<file path="src/rtl/sdram_pkg.sv">
// SDRAM traffic generator shared definitions
// Command encodings, timing constants, address layout and controller states
`default_nettype none

package sdram_pkg;

    // ----------------------------------------
    // Geometry
    // ----------------------------------------
    localparam int ROW_W  = 13;
    localparam int BANK_W = 2;
    localparam int COL_W  = 9;
    localparam int ADR_W  = ROW_W + BANK_W + COL_W;
    localparam int WB_DW  = 16;

    // Timing in clk_50m cycles
    localparam int T_RP    = 2;
    localparam int T_RCD   = 2;
    localparam int T_RFC   = 7;
    localparam int T_MRD   = 2;
    localparam int CAS_LAT = 2;

    // BL1, sequential, CL2, single-location write
    localparam logic [ROW_W-1:0] MODE_WORD = 13'b000_1_00_010_0_000;

    // Address pin source
    localparam logic [1:0] ADR_ROW     = 2'd0;
    localparam logic [1:0] ADR_COL     = 2'd1;
    localparam logic [1:0] ADR_PRE_ALL = 2'd2;
    localparam logic [1:0] ADR_MODE    = 2'd3;

    // {spare, ras_n, cas_n, we_n}
    typedef enum logic [3:0] {
        CMD_LOAD_MODE = 4'b0000,
        CMD_REFRESH   = 4'b0001,
        CMD_PRECHARGE = 4'b0010,
        CMD_ACTIVE    = 4'b0011,
        CMD_WRITE     = 4'b0100,
        CMD_READ      = 4'b0101,
        CMD_NOP       = 4'b0111
    } sdram_cmd_e;

    typedef enum logic [3:0] {
        INIT_WAIT,
        INIT_PRE,
        INIT_REF,
        INIT_MODE,
        IDLE,
        REFRESH,
        ACTIVATE,
        RCD_WAIT,
        RW,
        CAS_WAIT,
        PRE_WAIT
    } ctrl_state_e;

    // ----------------------------------------
    // Word address, flat or split for the pins
    // ----------------------------------------
    typedef struct packed {
        logic [ROW_W-1:0]  row;
        logic [BANK_W-1:0] bank;
        logic [COL_W-1:0]  col;
    } sdram_adr_fields_t;

    typedef union packed {
        logic [ADR_W-1:0]  flat;
        sdram_adr_fields_t fields;
    } sdram_adr_u;

endpackage

`default_nettype wire

</file>
<file path="src/rtl/sdram_cmd_fsm.sv">
// SDRAM controller state machine
// Runs the power-up sequence, auto-refresh and single-word accesses,
// and acts as the Wishbone classic slave
`timescale 1ns/1ps
`default_nettype none

module sdram_cmd_fsm
    import sdram_pkg::*;
#(
    parameter int INIT_CYCLES = 10000
) (
    input  logic        clk_50m,
    input  logic        arst_n,
    input  logic        wb_cyc,
    input  logic        wb_stb,
    input  logic        wb_we,
    output logic        wb_ack,
    output logic        timer_load,
    output logic [15:0] timer_value,
    input  logic        timer_done,
    input  logic        refresh_due,
    output logic        refresh_ack,
    output sdram_cmd_e  cmd,
    output logic [1:0]  adr_sel,
    output logic        dq_oe,
    output logic        capture
);

    ctrl_state_e state;
    ctrl_state_e state_nxt;

    // High in the first cycle of a state, when its command goes out
    logic issue;
    logic reissue;
    // Second of the two init refreshes
    logic ref_second;

    always_ff @(posedge clk_50m or negedge arst_n) begin
        if (!arst_n) begin
            state      <= INIT_WAIT;
            issue      <= 1'b1;
            ref_second <= 1'b0;
        end else begin
            state <= state_nxt;
            issue <= (state_nxt != state) || reissue;
            if (reissue) begin
                ref_second <= 1'b1;
            end
        end
    end

    // ----------------------------------------
    // Next state and outputs
    // ----------------------------------------
    always_comb begin
        state_nxt   = state;
        reissue     = 1'b0;
        cmd         = CMD_NOP;
        adr_sel     = ADR_ROW;
        dq_oe       = 1'b0;
        capture     = 1'b0;
        timer_load  = 1'b0;
        timer_value = '0;
        refresh_ack = 1'b0;
        wb_ack      = 1'b0;

        unique case (state)
            INIT_WAIT: begin
                if (issue) begin
                    timer_load  = 1'b1;
                    timer_value = 16'(INIT_CYCLES);
                end else if (timer_done) begin
                    state_nxt = INIT_PRE;
                end
            end
            INIT_PRE: begin
                if (issue) begin
                    cmd         = CMD_PRECHARGE;
                    adr_sel     = ADR_PRE_ALL;
                    timer_load  = 1'b1;
                    timer_value = 16'(T_RP);
                end else if (timer_done) begin
                    state_nxt = INIT_REF;
                end
            end
            INIT_REF: begin
                if (issue) begin
                    cmd         = CMD_REFRESH;
                    refresh_ack = 1'b1;
                    timer_load  = 1'b1;
                    timer_value = 16'(T_RFC);
                end else if (timer_done) begin
                    if (ref_second) begin
                        state_nxt = INIT_MODE;
                    end else begin
                        reissue = 1'b1;
                    end
                end
            end
            INIT_MODE: begin
                if (issue) begin
                    cmd         = CMD_LOAD_MODE;
                    adr_sel     = ADR_MODE;
                    timer_load  = 1'b1;
                    timer_value = 16'(T_MRD);
                end else if (timer_done) begin
                    state_nxt = IDLE;
                end
            end
            IDLE: begin
                // Refresh wins over a waiting request
                if (refresh_due) begin
                    state_nxt = REFRESH;
                end else if (wb_cyc && wb_stb) begin
                    state_nxt = ACTIVATE;
                end
            end
            REFRESH: begin
                if (issue) begin
                    cmd         = CMD_REFRESH;
                    refresh_ack = 1'b1;
                    timer_load  = 1'b1;
                    timer_value = 16'(T_RFC);
                end else if (timer_done) begin
                    state_nxt = IDLE;
                end
            end
            ACTIVATE: begin
                cmd         = CMD_ACTIVE;
                adr_sel     = ADR_ROW;
                timer_load  = 1'b1;
                timer_value = 16'(T_RCD);
                state_nxt   = RCD_WAIT;
            end
            RCD_WAIT: begin
                if (timer_done) begin
                    state_nxt = RW;
                end
            end
            RW: begin
                adr_sel = ADR_COL;
                if (wb_we) begin
                    cmd       = CMD_WRITE;
                    dq_oe     = 1'b1;
                    state_nxt = PRE_WAIT;
                end else begin
                    cmd         = CMD_READ;
                    timer_load  = 1'b1;
                    // One extra cycle for the pin register
                    timer_value = 16'(CAS_LAT + 1);
                    state_nxt   = CAS_WAIT;
                end
            end
            CAS_WAIT: begin
                if (timer_done) begin
                    state_nxt = PRE_WAIT;
                end
            end
            PRE_WAIT: begin
                if (issue) begin
                    cmd         = CMD_PRECHARGE;
                    adr_sel     = ADR_PRE_ALL;
                    capture     = !wb_we;
                    timer_load  = 1'b1;
                    timer_value = 16'(T_RP);
                end else if (timer_done) begin
                    wb_ack    = 1'b1;
                    state_nxt = IDLE;
                end
            end
            default: begin
                state_nxt = IDLE;
            end
        endcase
    end

endmodule

`default_nettype wire

</file>
<file path="config.mk">
export PLATFORM = sky130hd
export DESIGN_NAME = sdram_cmd_fsm
export DESIGN_NICKNAME = d
export VERILOG_FILES = /design/src/rtl/sdram_pkg.sv /design/src/rtl/sdram_cmd_fsm.sv
export SDC_FILE = /design/constraint.sdc
export NUM_CORES = 1
export LEC_CHECK = 0
export BUFFER_PORTS_ARGS = -buffer_cell sky130_fd_sc_hd__buf_2
export CORE_MARGIN = 8
export CORE_UTILIZATION = 50
export CTS_BUF_LIST = sky130_fd_sc_hd__clkbuf_8
export DETAILED_ROUTE_END_ITERATION = 10
export GPL_ROUTABILITY_DRIVEN = 0
export GPL_TIMING_DRIVEN = 0
export PLACE_DENSITY = 0.84
export SYNTH_ARGS = -nofsm -noshare
export SYNTH_HDL_FRONTEND = slang
export SYNTH_SLANG_ARGS = --single-unit
export TNS_END_PERCENT = 5
</file>
<file path="constraint.sdc">
create_clock -name clk_50m -period 3 [get_ports clk_50m]
set_input_delay 0.3 -clock clk_50m [delete_from_list [all_inputs] [get_ports clk_50m]]
set_output_delay 0.3 -clock clk_50m [all_outputs]
set_load 0.01 [all_outputs]
</file>
Yosys cells after proc, flatten, opt, wreduce, memory -nomap -nowiden. Cells that the tools add are included.

Register bits: 6. Logic and storage cells: 66.

Equality and inequality tests: 11. Mux-type cells: 43. Reduce and logical (&&, ||, !) cells: 9.

Operators with widths (number): $pmux 14 s5 (1); $mux 4 (13); $pmux 4 s9 (1); $eq 4x3->1 const B (4); $mux 1 (15); $pmux 3 s5 (1); $mux 14 (1); $eq 4x4->1 const B (3); $mux 3 (4); $mux 2 (5); $eq 4x2->1 const B (2); $pmux 2 s3 (1); $reduce_or 3->1 (2); $reduce_or 6->1 (1); $eq 4x1->1 const B (1); $logic_not 4->1 (1); $ne 4x4->1 (1); $reduce_or 2->1 (2); $pmux 1 s3 (1); $logic_and 1x1->1 (1); $logic_not 1->1 (1); $logic_or 1x1->1 (1).

Logic depth before layout (Yosys ltp). Gate-level depths: netlist of the first run.

Depth in word-level cells: 6. Mapped depth: 6. Mapped depth without buffers: 5.

Worst setup path before layout of the first run. OpenSTA, ideal clock, no wires.

Path kind: reg2out. From: register state[1]. To: output timer_value[10]. Arrival: 1778 ps. Data required time: 2700 ps. Slack: 922 ps. Stages on the path, launching flop included: 6. Buffers on the path: 4. Cell sequence: dfrtp_1 > buf_4 > buf_4 > buf_2 > nor4_1 > buf_4.

Word-level cells in the longest chain between the ends: 3.

Ends and longest elaborated chain: from (decl) (line sdram_cmd_fsm.sv:29) `ctrl_state_e state;`; from (signal assigned) (line sdram_cmd_fsm.sv:44) `state <= state_nxt;`; $eq 4x4->1 (tied with other cells) (line sdram_cmd_fsm.sv:67) `unique case (state)`; $reduce_or 3->1 (no line) or $reduce_or 2->1 (tied branches); $pmux 14 s5 (*) (line sdram_cmd_fsm.sv:67); to (decl) (line sdram_cmd_fsm.sv:19) `output logic [15:0] timer_value,`.

Mark *: on every way between the ends. The rest lies on a longest branch, timed or not.

Final worst setup path of the first run.
From: register state[0]. To: output timer_value[8].

The elaborated chain is that of the path after synthesis.

==> results of run 1 <==
==> worst max-delay path by stage <==
stage | end | slack, ns | depth (start not counted)
6_report | timer_value[8] | 0.61 | 5
3_3_place_gp | timer_value[10] | 0.94 | 6
5_1_grt | timer_value[10] | 0.46 | 5
4_1_cts | timer_value[8] | 0.62 | 6
3_5_place_dp | timer_value[8] | 0.86 | 5
2_1_floorplan | timer_value[10] | 0.92 | 5
==> layout by cell type (no fill, tap or decap), types with 2 or more instances in the layout <==
master      n
nor4_1      2
nand3_1     3
a31oi_1     3
clkbuf_8    3
conb_1      9
inv_1       3
mux2_2      2
nor2_1      9
buf_4      15
nand2_1     9
nor3b_1     3
a21oi_1    10
nand2b_1    8
o21ai_0     4
nand4bb_1   2
a21boi_0    2
nor2b_1     7
buf_2      28
buf_6       2
or2_2       3
dfrtp_1     5
==> per-stage QoR <==
stage | hold WS (ns) | total power, W | std cells
3_3_place_gp | 0.1196 | 0.0009740 | 178
5_1_grt | 0.4319 | 0.001228 | 183
4_1_cts | 0.4105 | 0.001124 | 183
2_1_floorplan | 0.004409 | 0.0007628 | 129
3_5_place_dp | 0.1275 | 0.0009914 | 178
6_report | 0.4143 | 0.001133 | 183
==> cells in the mapped netlist, types with 2 or more instances <==
library cell,number
nor2b_1,7
o21ai_0,4
mux2_2,2
buf_4,15
nand3_1,3
nor4_1,2
nor2_1,9
or2_2,3
a21boi_0,2
nand2b_1,8
inv_1,2
dfrtp_1,5
a31oi_1,3
buf_2,4
a21oi_1,10
buf_6,2
nor3b_1,3
nand4bb_1,2
nand2_1,9
==> flip-flops by register name, summed over array words and instances, names as in the netlist <==
register	flops
issue	1
state	4
ref_second	1
==> power breakdown <==
part / internal (W) / total, W / switching (W)
registers: 0.000123 / 0.000162 / 0.0000391
clock network: 0.0000883 / 0.000128 / 0.0000393
logic: 0.000370 / 0.000843 / 0.000473
total: 0.000581 / 0.00113 / 0.000552
==> layout make-up <==
cell class | count | area [um2] | area share, %
clock inverter | 1 | 3.754 | 0.3319
tap | 25 | 31.28 | 2.765
buffer | 22 | 158.9 | 14.05
inverter | 2 | 7.507 | 0.6637
multi-input combinational | 99 | 606.8 | 53.65
sequential | 6 | 151.4 | 13.38
clock buffer | 3 | 41.29 | 3.650
timing repair buffer | 25 | 130.1 | 11.50
==> worst reg2reg max path, stage by stage (launching register included) <==
cell and delay (ns):
dfstp_2 0.51, buf_6 0.13, nor3b_1 0.06, nand3_1 0.10
a21oi_2 0.08, or4_1 0.51
==> logic make-up (layout without fill, tap and decap cells) <==
logic type / after synthesis / in the layout / share of synthesized area, %
and+or+nand+nor: 58 / 58 / 39.86
AOI/OAI and AO/OA: 29 / 29 / 20.70
buffers and inverters: 24 / 53 / 18.60
DFF: 6 / 6 / 16.92
muxes: 2 / 2 / 2.517
other: 1 / 9 / 0.4192
xor gates and xnor gates: 1 / 1 / 0.9792
==> layer usage <==
layer / share of wire (%) / vias to the layer above / global-route usage [%] / wire length [um]
li1: - / 479 / - / -
met1: 44 / 428 / 19.40 / 1126
met2: 47 / 53 / 23.78 / 1215
met3: 8.2 / 2 / 4.565 / 212
met4: 0.66 / 0 / 6.294 / 17
met5: 0 / - / 0 / 0
==> results.tsv, run 1 <==
stage	metric	value	unit
placement	placed_area	1076	um2
job	max_cap_viol_count	0	
routing	vias	962	
timing	hold_viol	0	
min_path	hold_path_startpoint	timer_done	
timing	fin_crit_sh	79.69	%
die	io-pin-count	34	
die	rows	15	
timing	tightest_slew	0.7013	ns
synthesis	avgSynthCellArea	7.393	um2
placement	pre_cts_slack	0.8649	ns
setup_path	cp-end-kind	output port	
setup_path	cp_cell_sequence	buf_2, buf_2, nor4_1, buf_4, buf_2	
routing	ant_nets	0	
synthesis	synth_edf_count	0	
setup_path	crit_top_cell	buf_2	
synthesis	synth_top_area_share	13.99	%
setup_path	slowest_delay	0.65	ns
timing	clock_skew	0.003854	ns
setup_path	r2r_end	state[0]	
setup_path	cp_max_fo	10	
synthesis	syn_area	894.6	um2
setup_path	worstSetupPathType	register to output port	
clocking	holdBufCountCts	1	
layout	fin_nets	166	
setup_path	worstSetupStartpointType	register	
global_routing	grt_max_degree	11	
timing	finalSetupTns	0	ns
min_path	min_path_cells	3	
setup_path	critPathSlowestCell	nor4_1	
synthesis	netlist_instances	121	
pwr	ir_worst_vdd	0.5571	mV
timing	fin_crit	2.391	ns
timing	rsz0062_at_grt	no	
timing	setup_viol	0	
routing	totalWireLength	2.572	mm
setup_path	crit_start	state[0]	
routing	post_drt_wl_per_cell	14.05	um
synthesis	synth_top_cell_by_area	dfrtp_1	
clocking	clk_path_buf_depth	2	
synthesis	synth-async-reset-ratio	100.0	%
setup_path	crit_required	2.70	ns
pwr	pwr_density_cell	1001	nW/um2
clocking	clkLatencyLatePin	0.23	ns
setup_path	crit_buf_inv	4	
setup_path	crit_family	buffers and inverters	
min_path	min_to	state[3]	
clocking	cts_sinks	6	
clocking	htree_levels	1	
global_routing	grt_use_total	15.41	%
placement	port_buffers	24	
timing	setup_ws	0.6092	ns
routing	vias_per_cell	5.257	
synthesis	ys_seq_area_share	16.92	%
setup_path	r2r_slack	1.47	ns
global_routing	grt_pass1_vias	950	
pwr	cellLeakagePower	0.5700	nW
setup_path	r2r_start	issue	
routing	drt-pass1-iter-count	4	
global_routing	grt-ovfl-total	0	
clocking	clk_pin_slew_worst_paths	0.04	ns
synthesis	synth.area.top_cells	dfrtp_1 (14%), buf_4 (13%), a21oi_1 (5.6%)	
synthesis	synth_top_flop_cell	dfrtp_1	
layout	nFillCells	152	
global_routing	grt_pass1_wl	4.264	mm
outcome	outcome	completed	
die	start_util	52.38	%
setup_path	r2r_cells	5	
routing	drc	0	
clocking	root_buffer	clkbuf_8	
synthesis	synth.distinct_cells	45	
timing	slew_violations	0	
clocking	post_cts_buffers	0	
layout	stdcell_area	1131	um2
layout	layout-drive-gt1-share	36.71	%
timing	max_slew_margin	52.82	%
routing	drt-initial-drc-count	35	
clocking	ctsResizeCount	0	
die	dieArea	3399	um2
placement	dpl.hpwl	1.930	mm
layout	final_core_utilization	66.23	%
layout	antenna_cells	0	
min_path	hp-class	input pin to register	
synthesis	yosys_warnings	0	
die	core_area	1708	um2
timing	fmax	0.4183	GHz
die	die_w	58.30	um
clocking	numCtsBuffers	3	
setup_path	arrival	2.09	ns
clocking	cts_tree	built	
synthesis	ys_ff_latch	6	
die	die_y	58.30	um
layout	syn_to_final_growth	26.43	%
global_routing	antenna_found_initial	0	
No activity file was read; power rests on OpenSTA's default activity.
==> run 2, diff against run 1 <==
--- a/config.mk
+++ b/config.mk
@@ -5,9 +5,10 @@
 export SDC_FILE = /design/constraint.sdc
 export NUM_CORES = 1
 export LEC_CHECK = 0
+export ABC_AREA = 1
 export BUFFER_PORTS_ARGS = -buffer_cell sky130_fd_sc_hd__buf_2
 export CORE_MARGIN = 8
-export CORE_UTILIZATION = 50
+export CORE_UTILIZATION = 49
 export CTS_BUF_LIST = sky130_fd_sc_hd__clkbuf_8
 export DETAILED_ROUTE_END_ITERATION = 10
 export GPL_ROUTABILITY_DRIVEN = 0
==> constraint.sdc (replaced) <==
create_clock -name clk_50m -period 2.4 [get_ports clk_50m]
set_input_delay 0.24 -clock clk_50m [delete_from_list [all_inputs] [get_ports clk_50m]]
set_output_delay 0.24 -clock clk_50m [all_outputs]
set_load 0.01 [all_outputs]
==> results.tsv, run 2 <==
stage	metric	value	unit	change
timing	finalSetupTns	0	ns	unchanged
timing	hold_viol	0		unchanged
clocking	cts_sinks	6		unchanged
pwr	ir_worst_vdd	0.8322	mV	was 0.5571 mV
synthesis	synth_top_cell_by_area	dfrtp_1		unchanged
timing	clock_skew	0.007193	ns	was 0.003854 ns
pwr	cellLeakagePower	0.6887	nW	was 0.5700 nW
die	core_area	1524	um2	was 1708 um2
synthesis	ys_ff_latch	6		unchanged
synthesis	synth_edf_count	0		unchanged
synthesis	synth_top_family_by_area	simple AND/OR/NAND/NOR gates		unchanged
outcome	outcome	completed		unchanged
job	max_cap_viol_count	0		unchanged
layout	layout-drive-gt1-share	34.88	%	was 36.71%
synthesis	synthMuxAreaShare	0	%	was 2.517%
global_routing	antenna_found_initial	0		unchanged
clocking	numCtsBuffers	3		unchanged
min_path	hp-class	input pin to register		unchanged
synthesis	ys_seq_area_share	18.62	%	was 16.92%
die	die_y	56.74	um	was 58.30 um
die	rows	14		was 15
setup_path	arrival	1.85	ns	was 2.09 ns
synthesis	synth_top_area_share	15.38	%	was 13.99%
synthesis	synth-compound-area-share	12.46	%	was 20.70%
pwr	pwr_density_cell	1360	nW/um2	was 1001 nW/um2
timing	hold_ws	0.4092	ns	was 0.4143 ns
timing	fin_crit	2.094	ns	
placement	pre_cts_slack	0.5557	ns	was 0.8649 ns
timing	setup_viol	0		unchanged
synthesis	yosys_warnings	0		unchanged
clocking	clkLatencyLatePin	0.22	ns	was 0.23 ns
setup_path	worstSetupStartpointType	register		unchanged
die	io-pin-count	34		unchanged
layout	largest_reg_flops	4		unchanged
routing	vias_per_cell	5.202		was 5.257
placement	port_buffers	24		unchanged
setup_path	cp-end-kind	output port		unchanged
routing	drt-initial-drc-count	55		was 35
layout	syn_to_final_growth	27.69	%	was 26.43%
layout	mostFrequentLayoutCells	nand2_1 (33), buf_2 (24), inv_1 (19)		was buf_2 (28), buf_4 (15), a21oi_1 (10)
layout	multi_input_area	498.0	um2	was 606.8 um2
layout	final_core_utilization	68.14	%	was 66.23%
die	die_w	56.74	um	was 58.30 um
placement	dpl.hpwl	1.910	mm	was 1.930 mm
clocking	cts_tree	built		unchanged
layout	ff_latch_area	151.4	um2	unchanged
clocking	clk_path_buf_depth	2		unchanged
global_routing	grt_pass1_vias	975		was 950
timing	fin_crit_sh	87.23	%	
global_routing	grt_pass1_wl	4.008	mm	was 4.264 mm
synthesis	synth.most_common_cell	nand2_1		was buf_4
die	start_util	53.37	%	was 52.38%
layout	nFillCells	141		was 152
synthesis	avgSynthCellArea	6.024	um2	was 7.393 um2
synthesis	netlist_instances	135		was 121
layout	fin_nets	180		was 166
synthesis	synth-simple-area-share	44.62	%	was 39.86%
clocking	htree_levels	1		unchanged
synthesis	synth_fa_ha_area_share	0	%	unchanged
synthesis	synth.distinct_cells	27		was 45
synthesis	synth-async-reset-ratio	100.0	%	unchanged
synthesis	synth_xor_area_share	0	%	was 0.9790%
routing	ant_nets	0		unchanged
layout	stdcell_area	1039	um2	was 1131 um2
routing	post_drt_wl_per_cell	12.52	um	was 14.05 um
setup_path	cp_max_fo	6		was 10
routing	vias	978		was 962
layout	antenna_cells	0		unchanged
layout	regMostFlops	state		unchanged
clocking	post_cts_buffers	0		unchanged
timing	slew_violations	0		unchanged
routing	totalWireLength	2.354	mm	was 2.572 mm
synthesis	synth.area.top_cells	dfrtp_1 (15%), nand2_1 (15%), buf_4 (12%)		was dfrtp_1 (14%), buf_4 (13%), a21oi_1 (5.6%)
clocking	root_buffer	clkbuf_8		unchanged
setup_path	worstSetupPathType	register to output port		unchanged
clocking	clk_pin_slew_worst_paths	0.04	ns	about the same
setup_path	crit_required	2.16	ns	was 2.70 ns
timing	rsz0062_at_grt	no		unchanged
timing	max_slew_margin	54.16	%	was 52.82%
global_routing	grt_max_degree	11		unchanged
routing	drt-pass1-iter-count	4		unchanged
timing	tightest_slew	0.6813	ns	was 0.7013 ns
layout	top_regs	state x4, issue x1, ref_second x1		unchanged
timing	fmax	0.4777	GHz	
synthesis	synthTopCellsByCount	nand2_1 (33), inv_1 (18), nor2_1 (15), buf_4 (13), nand3_1 (9)		was buf_4 (15), a21oi_1 (10), nand2_1 (9), nor2_1 (9), nand2b_1 (8)
synthesis	synth_top_flop_cell	dfrtp_1		unchanged
placement	placed_area	983.4	um2	was 1076 um2
synthesis	syn_area	813.3	um2	was 894.6 um2
timing	setup_ws	0.3064	ns	was 0.6092 ns
global_routing	grt_use_total	14.66	%	was 15.41%
global_routing	grt-ovfl-total	0		unchanged
die	dieArea	3219	um2	was 3399 um2
layout	final_common_cell	nand2_1		was buf_2
routing	drc	0		unchanged
-- run 2: path summary, 6_finish.rpt --
check	from	endpoint	slack, ns	depth (start not counted)
max in group asynchronous	arst_n	issue	1.75	2
worst max register to register	state[0]	issue	0.74	9
worst min register to register	ref_second	ref_second	0.49	2
worst max-delay path	state[2]	cmd[0]	0.31	11
min in group asynchronous	arst_n	state[1]	0.42	2
worst min-delay path	refresh_due	state[0]	0.41	5
-- run 2: cell families after synthesis --
kind of cell,count (synthesis)
buffers and inverters,36
other,1
flip-flops,6
AO/OA/AOI/OAI,16
AND/OR/NAND/NOR,76
-- run 2: metrics by stage --
stage               total power (W)  cells
finish                     0.001413    188
global route               0.001548    188
CTS                        0.001408    188
detailed placement         0.001247    183
global placement           0.001214    183
floorplan                 0.0009225    143
-- run 2: worst max-delay path, stage by stage (launching register included) --
cell     delay [ns]
dfrtp_1        0.44
inv_1          0.17
nand2_2        0.10
nor2_1         0.20
inv_1          0.10
nand2_1        0.11
nor2_1         0.07
nand3_1        0.08
o21ai_0        0.08
inv_1          0.08
nand3_1        0.06
buf_2          0.14
-- run 2: cell type report --
type	instances	area share (%)
Sequential cell	6	14.58
Multi-Input combinational cell	101	47.95
Clock inverter	1	0.3614
Clock buffer	3	3.976
Inverter	22	7.952
Timing Repair Buffer	25	12.53
Tap cell	16	1.928
Buffer	14	10.72
-- run 2: power breakdown --
part	internal [W]	switching (W)
clock	0.000110	0.0000435
sequential	0.000145	0.0000459
combinational	0.000414	0.000655
-- run 2: repair_timing --
item	CTS	global route
setup endpoints to repair	0	0
hold buffers	1	0
endpoints found under the hold margin	5	0
resized for setup	0	0
-- run 2: routing by layer --
metal	vias to the layer above	global-route usage (%)	share of wire (%)	routed length (um)
met4	0	5.705	2.1	50
met5	-	0	0	0
met3	8	5.169	12	271
met1	422	14.49	38	898
met2	63	26.96	48	1134
li1	485	-	-	-
==> run 3, diff against run 2 <==
--- a/config.mk
+++ b/config.mk
@@ -13,7 +13,7 @@
 export DETAILED_ROUTE_END_ITERATION = 10
 export GPL_ROUTABILITY_DRIVEN = 0
 export GPL_TIMING_DRIVEN = 0
-export PLACE_DENSITY = 0.84
+export PLACE_DENSITY_LB_ADDON = 0.1
 export SYNTH_ARGS = -nofsm -noshare
 export SYNTH_HDL_FRONTEND = slang
 export SYNTH_SLANG_ARGS = --single-unit
==> results.tsv, run 3 (same netlist as run 2, synthesis figures left out) <==
stage	metric	value	unit	change
clocking	clk_pin_slew_worst_paths	0.04	ns	about the same
routing	drt-pass1-iter-count	4		unchanged
clocking	clk_path_buf_depth	2		unchanged
placement	port_buffers	24		unchanged
global_routing	grt_max_degree	11		unchanged
layout	layout-drive-gt1-share	34.88	%	unchanged
global_routing	antenna_found_initial	0		unchanged
clocking	cts_sinks	6		unchanged
timing	fin_crit	2.048	ns	was 2.094 ns
die	io-pin-count	34		unchanged
setup_path	arrival	1.81	ns	was 1.85 ns
layout	antenna_cells	0		unchanged
die	dieArea	3219	um2	unchanged
layout	final_common_cell	nand2_1		unchanged
timing	tightest_slew	0.6127	ns	was 0.6813 ns
timing	hold_viol	0		unchanged
setup_path	worstSetupStartpointType	register		unchanged
routing	totalWireLength	2.137	mm	was 2.354 mm
layout	stdcell_area	1039	um2	unchanged
global_routing	grt_pass1_wl	3.677	mm	was 4.008 mm
timing	slew_violations	0		unchanged
routing	vias_per_cell	4.963		was 5.202
pwr	pwr_density_cell	1338	nW/um2	was 1360 nW/um2
setup_path	cp_max_fo	9		was 6
die	die_y	56.74	um	unchanged
layout	top_regs	state x4, issue x1, ref_second x1		unchanged
routing	ant_nets	0		unchanged
min_path	hp-class	input pin to async pin		was input pin to register
die	rows	14		unchanged
layout	mostFrequentLayoutCells	nand2_1 (33), buf_2 (24), inv_1 (19)		unchanged
pwr	ir_worst_vdd	0.8272	mV	was 0.8322 mV
setup_path	cp-end-kind	output port		unchanged
outcome	outcome	completed		unchanged
clocking	cts_tree	built		unchanged
routing	vias	933		was 978
clocking	root_buffer	clkbuf_8		unchanged
job	max_cap_viol_count	0		unchanged
timing	finalSetupTns	0	ns	unchanged
clocking	post_cts_buffers	0		unchanged
die	start_util	53.37	%	unchanged
layout	fin_nets	180		unchanged
routing	drc	0		unchanged
timing	fin_crit_sh	85.33	%	was 87.23%
timing	clock_skew	0.003084	ns	was 0.007193 ns
clocking	clkLatencyLatePin	0.22	ns	about the same
setup_path	r2r_cells	11		was 9
global_routing	grt_pass1_vias	854		was 975
layout	regMostFlops	state		unchanged
timing	fmax	0.4883	GHz	was 0.4777 GHz
placement	placed_area	983.4	um2	unchanged
pwr	cellLeakagePower	0.6887	nW	unchanged
timing	rsz0062_at_grt	no		unchanged
clocking	htree_levels	1		unchanged
timing	setup_viol	0		unchanged
setup_path	worstSetupPathType	register to output port		unchanged
die	core_area	1524	um2	unchanged
layout	largest_reg_flops	4		unchanged
placement	dpl.hpwl	1.821	mm	was 1.910 mm
global_routing	grt_use_total	12.93	%	was 14.66%
clocking	numCtsBuffers	3		unchanged
setup_path	crit_required	2.16	ns	about the same
layout	final_core_utilization	68.14	%	unchanged
die	die_w	56.74	um	unchanged
routing	drt-initial-drc-count	34		was 55
global_routing	grt-ovfl-total	0		unchanged
timing	max_slew_margin	58.78	%	was 54.16%
layout	syn_to_final_growth	27.69	%	unchanged
routing	post_drt_wl_per_cell	11.37	um	was 12.52 um
[run 3: cell counts in the layout (fill, tap and decap cells not counted)]
Identical to the previous run, type by type.
[run 3: per-stage QoR]
| stage | total power, W | worst slack (ns) | hold WS [ns] | cells |
|---|---|---|---|---|
| after floorplan | 0.0009225 | 0.6163 | -0.05559 | 143 |
| after global placement | 0.001224 | 0.6320 | 0.06398 | 183 |
| after detailed placement | 0.001243 | 0.5900 | 0.06538 | 183 |
| after CTS | 0.001397 | 0.3563 | 0.3735 | 188 |
| after global routing | 0.001523 | 0.1099 | 0.3974 | 188 |
| final | 0.001389 | 0.3522 | 0.3822 | 188 |
[run 3: where the power goes]
part	internal [W]	total (W)	switching (W)
clock	0.000109	0.000148	0.0000382
combinational	0.000414	0.00105	0.000640
sequential	0.000145	0.000188	0.0000432
[run 3: worst paths after layout]
| kind | start | to | slack (ns) |
|---|---|---|---|
| max | state[0] | cmd[2] | 0.35 |
| min reg2reg | ref_second | ref_second | 0.49 |
| max in group asynchronous | arst_n | issue | 1.80 |
| max reg2reg | issue | issue | 0.74 |
| min | arst_n | state[2] | 0.38 |
| min in group clk_50m | timer_done | issue | 0.41 |
[run 3: metal layers]
layer / track usage (%) / up-vias / share of wire (%)
met3: 3.371 / 0 / 8.5
met1: 14.96 / 414 / 41
met5: 0 / - / 0
li1: - / 484 / -
met4: 2.013 / 0 / 0
met2: 23.35 / 35 / 51
[run 3: layout make-up]
| class | count | area, um2 |
|---|---|---|
| multi-input cells | 101 | 498.0 |
| fillers | 147 | 485.5 |
| flip-flops and latches | 6 | 151.4 |
| repair buffers | 25 | 130.1 |
| plain buffers | 14 | 111.4 |
| inverters | 22 | 82.58 |
| clock buffers | 3 | 41.29 |
| well taps | 16 | 20.02 |
| clock inverters | 1 | 3.754 |
[run 3: repair_timing]
| item | in CTS | in global routing |
|---|---|---|
| endpoints found under the hold margin | 5 | 0 |
| resized for setup | 0 | 0 |
| hold buffers | 1 | 0 |
[run 3: critical path, cell delays in order (launching register included)]
cell	delay, ns
dfrtp_1	0.37
clkbuf_8	0.16
nand2_1	0.10
inv_1	0.07
nand2_1	0.10
inv_1	0.06
nor2_1	0.23
nand3_1	0.13
o21ai_0	0.09
inv_1	0.07
nand3_1	0.07
buf_2	0.13
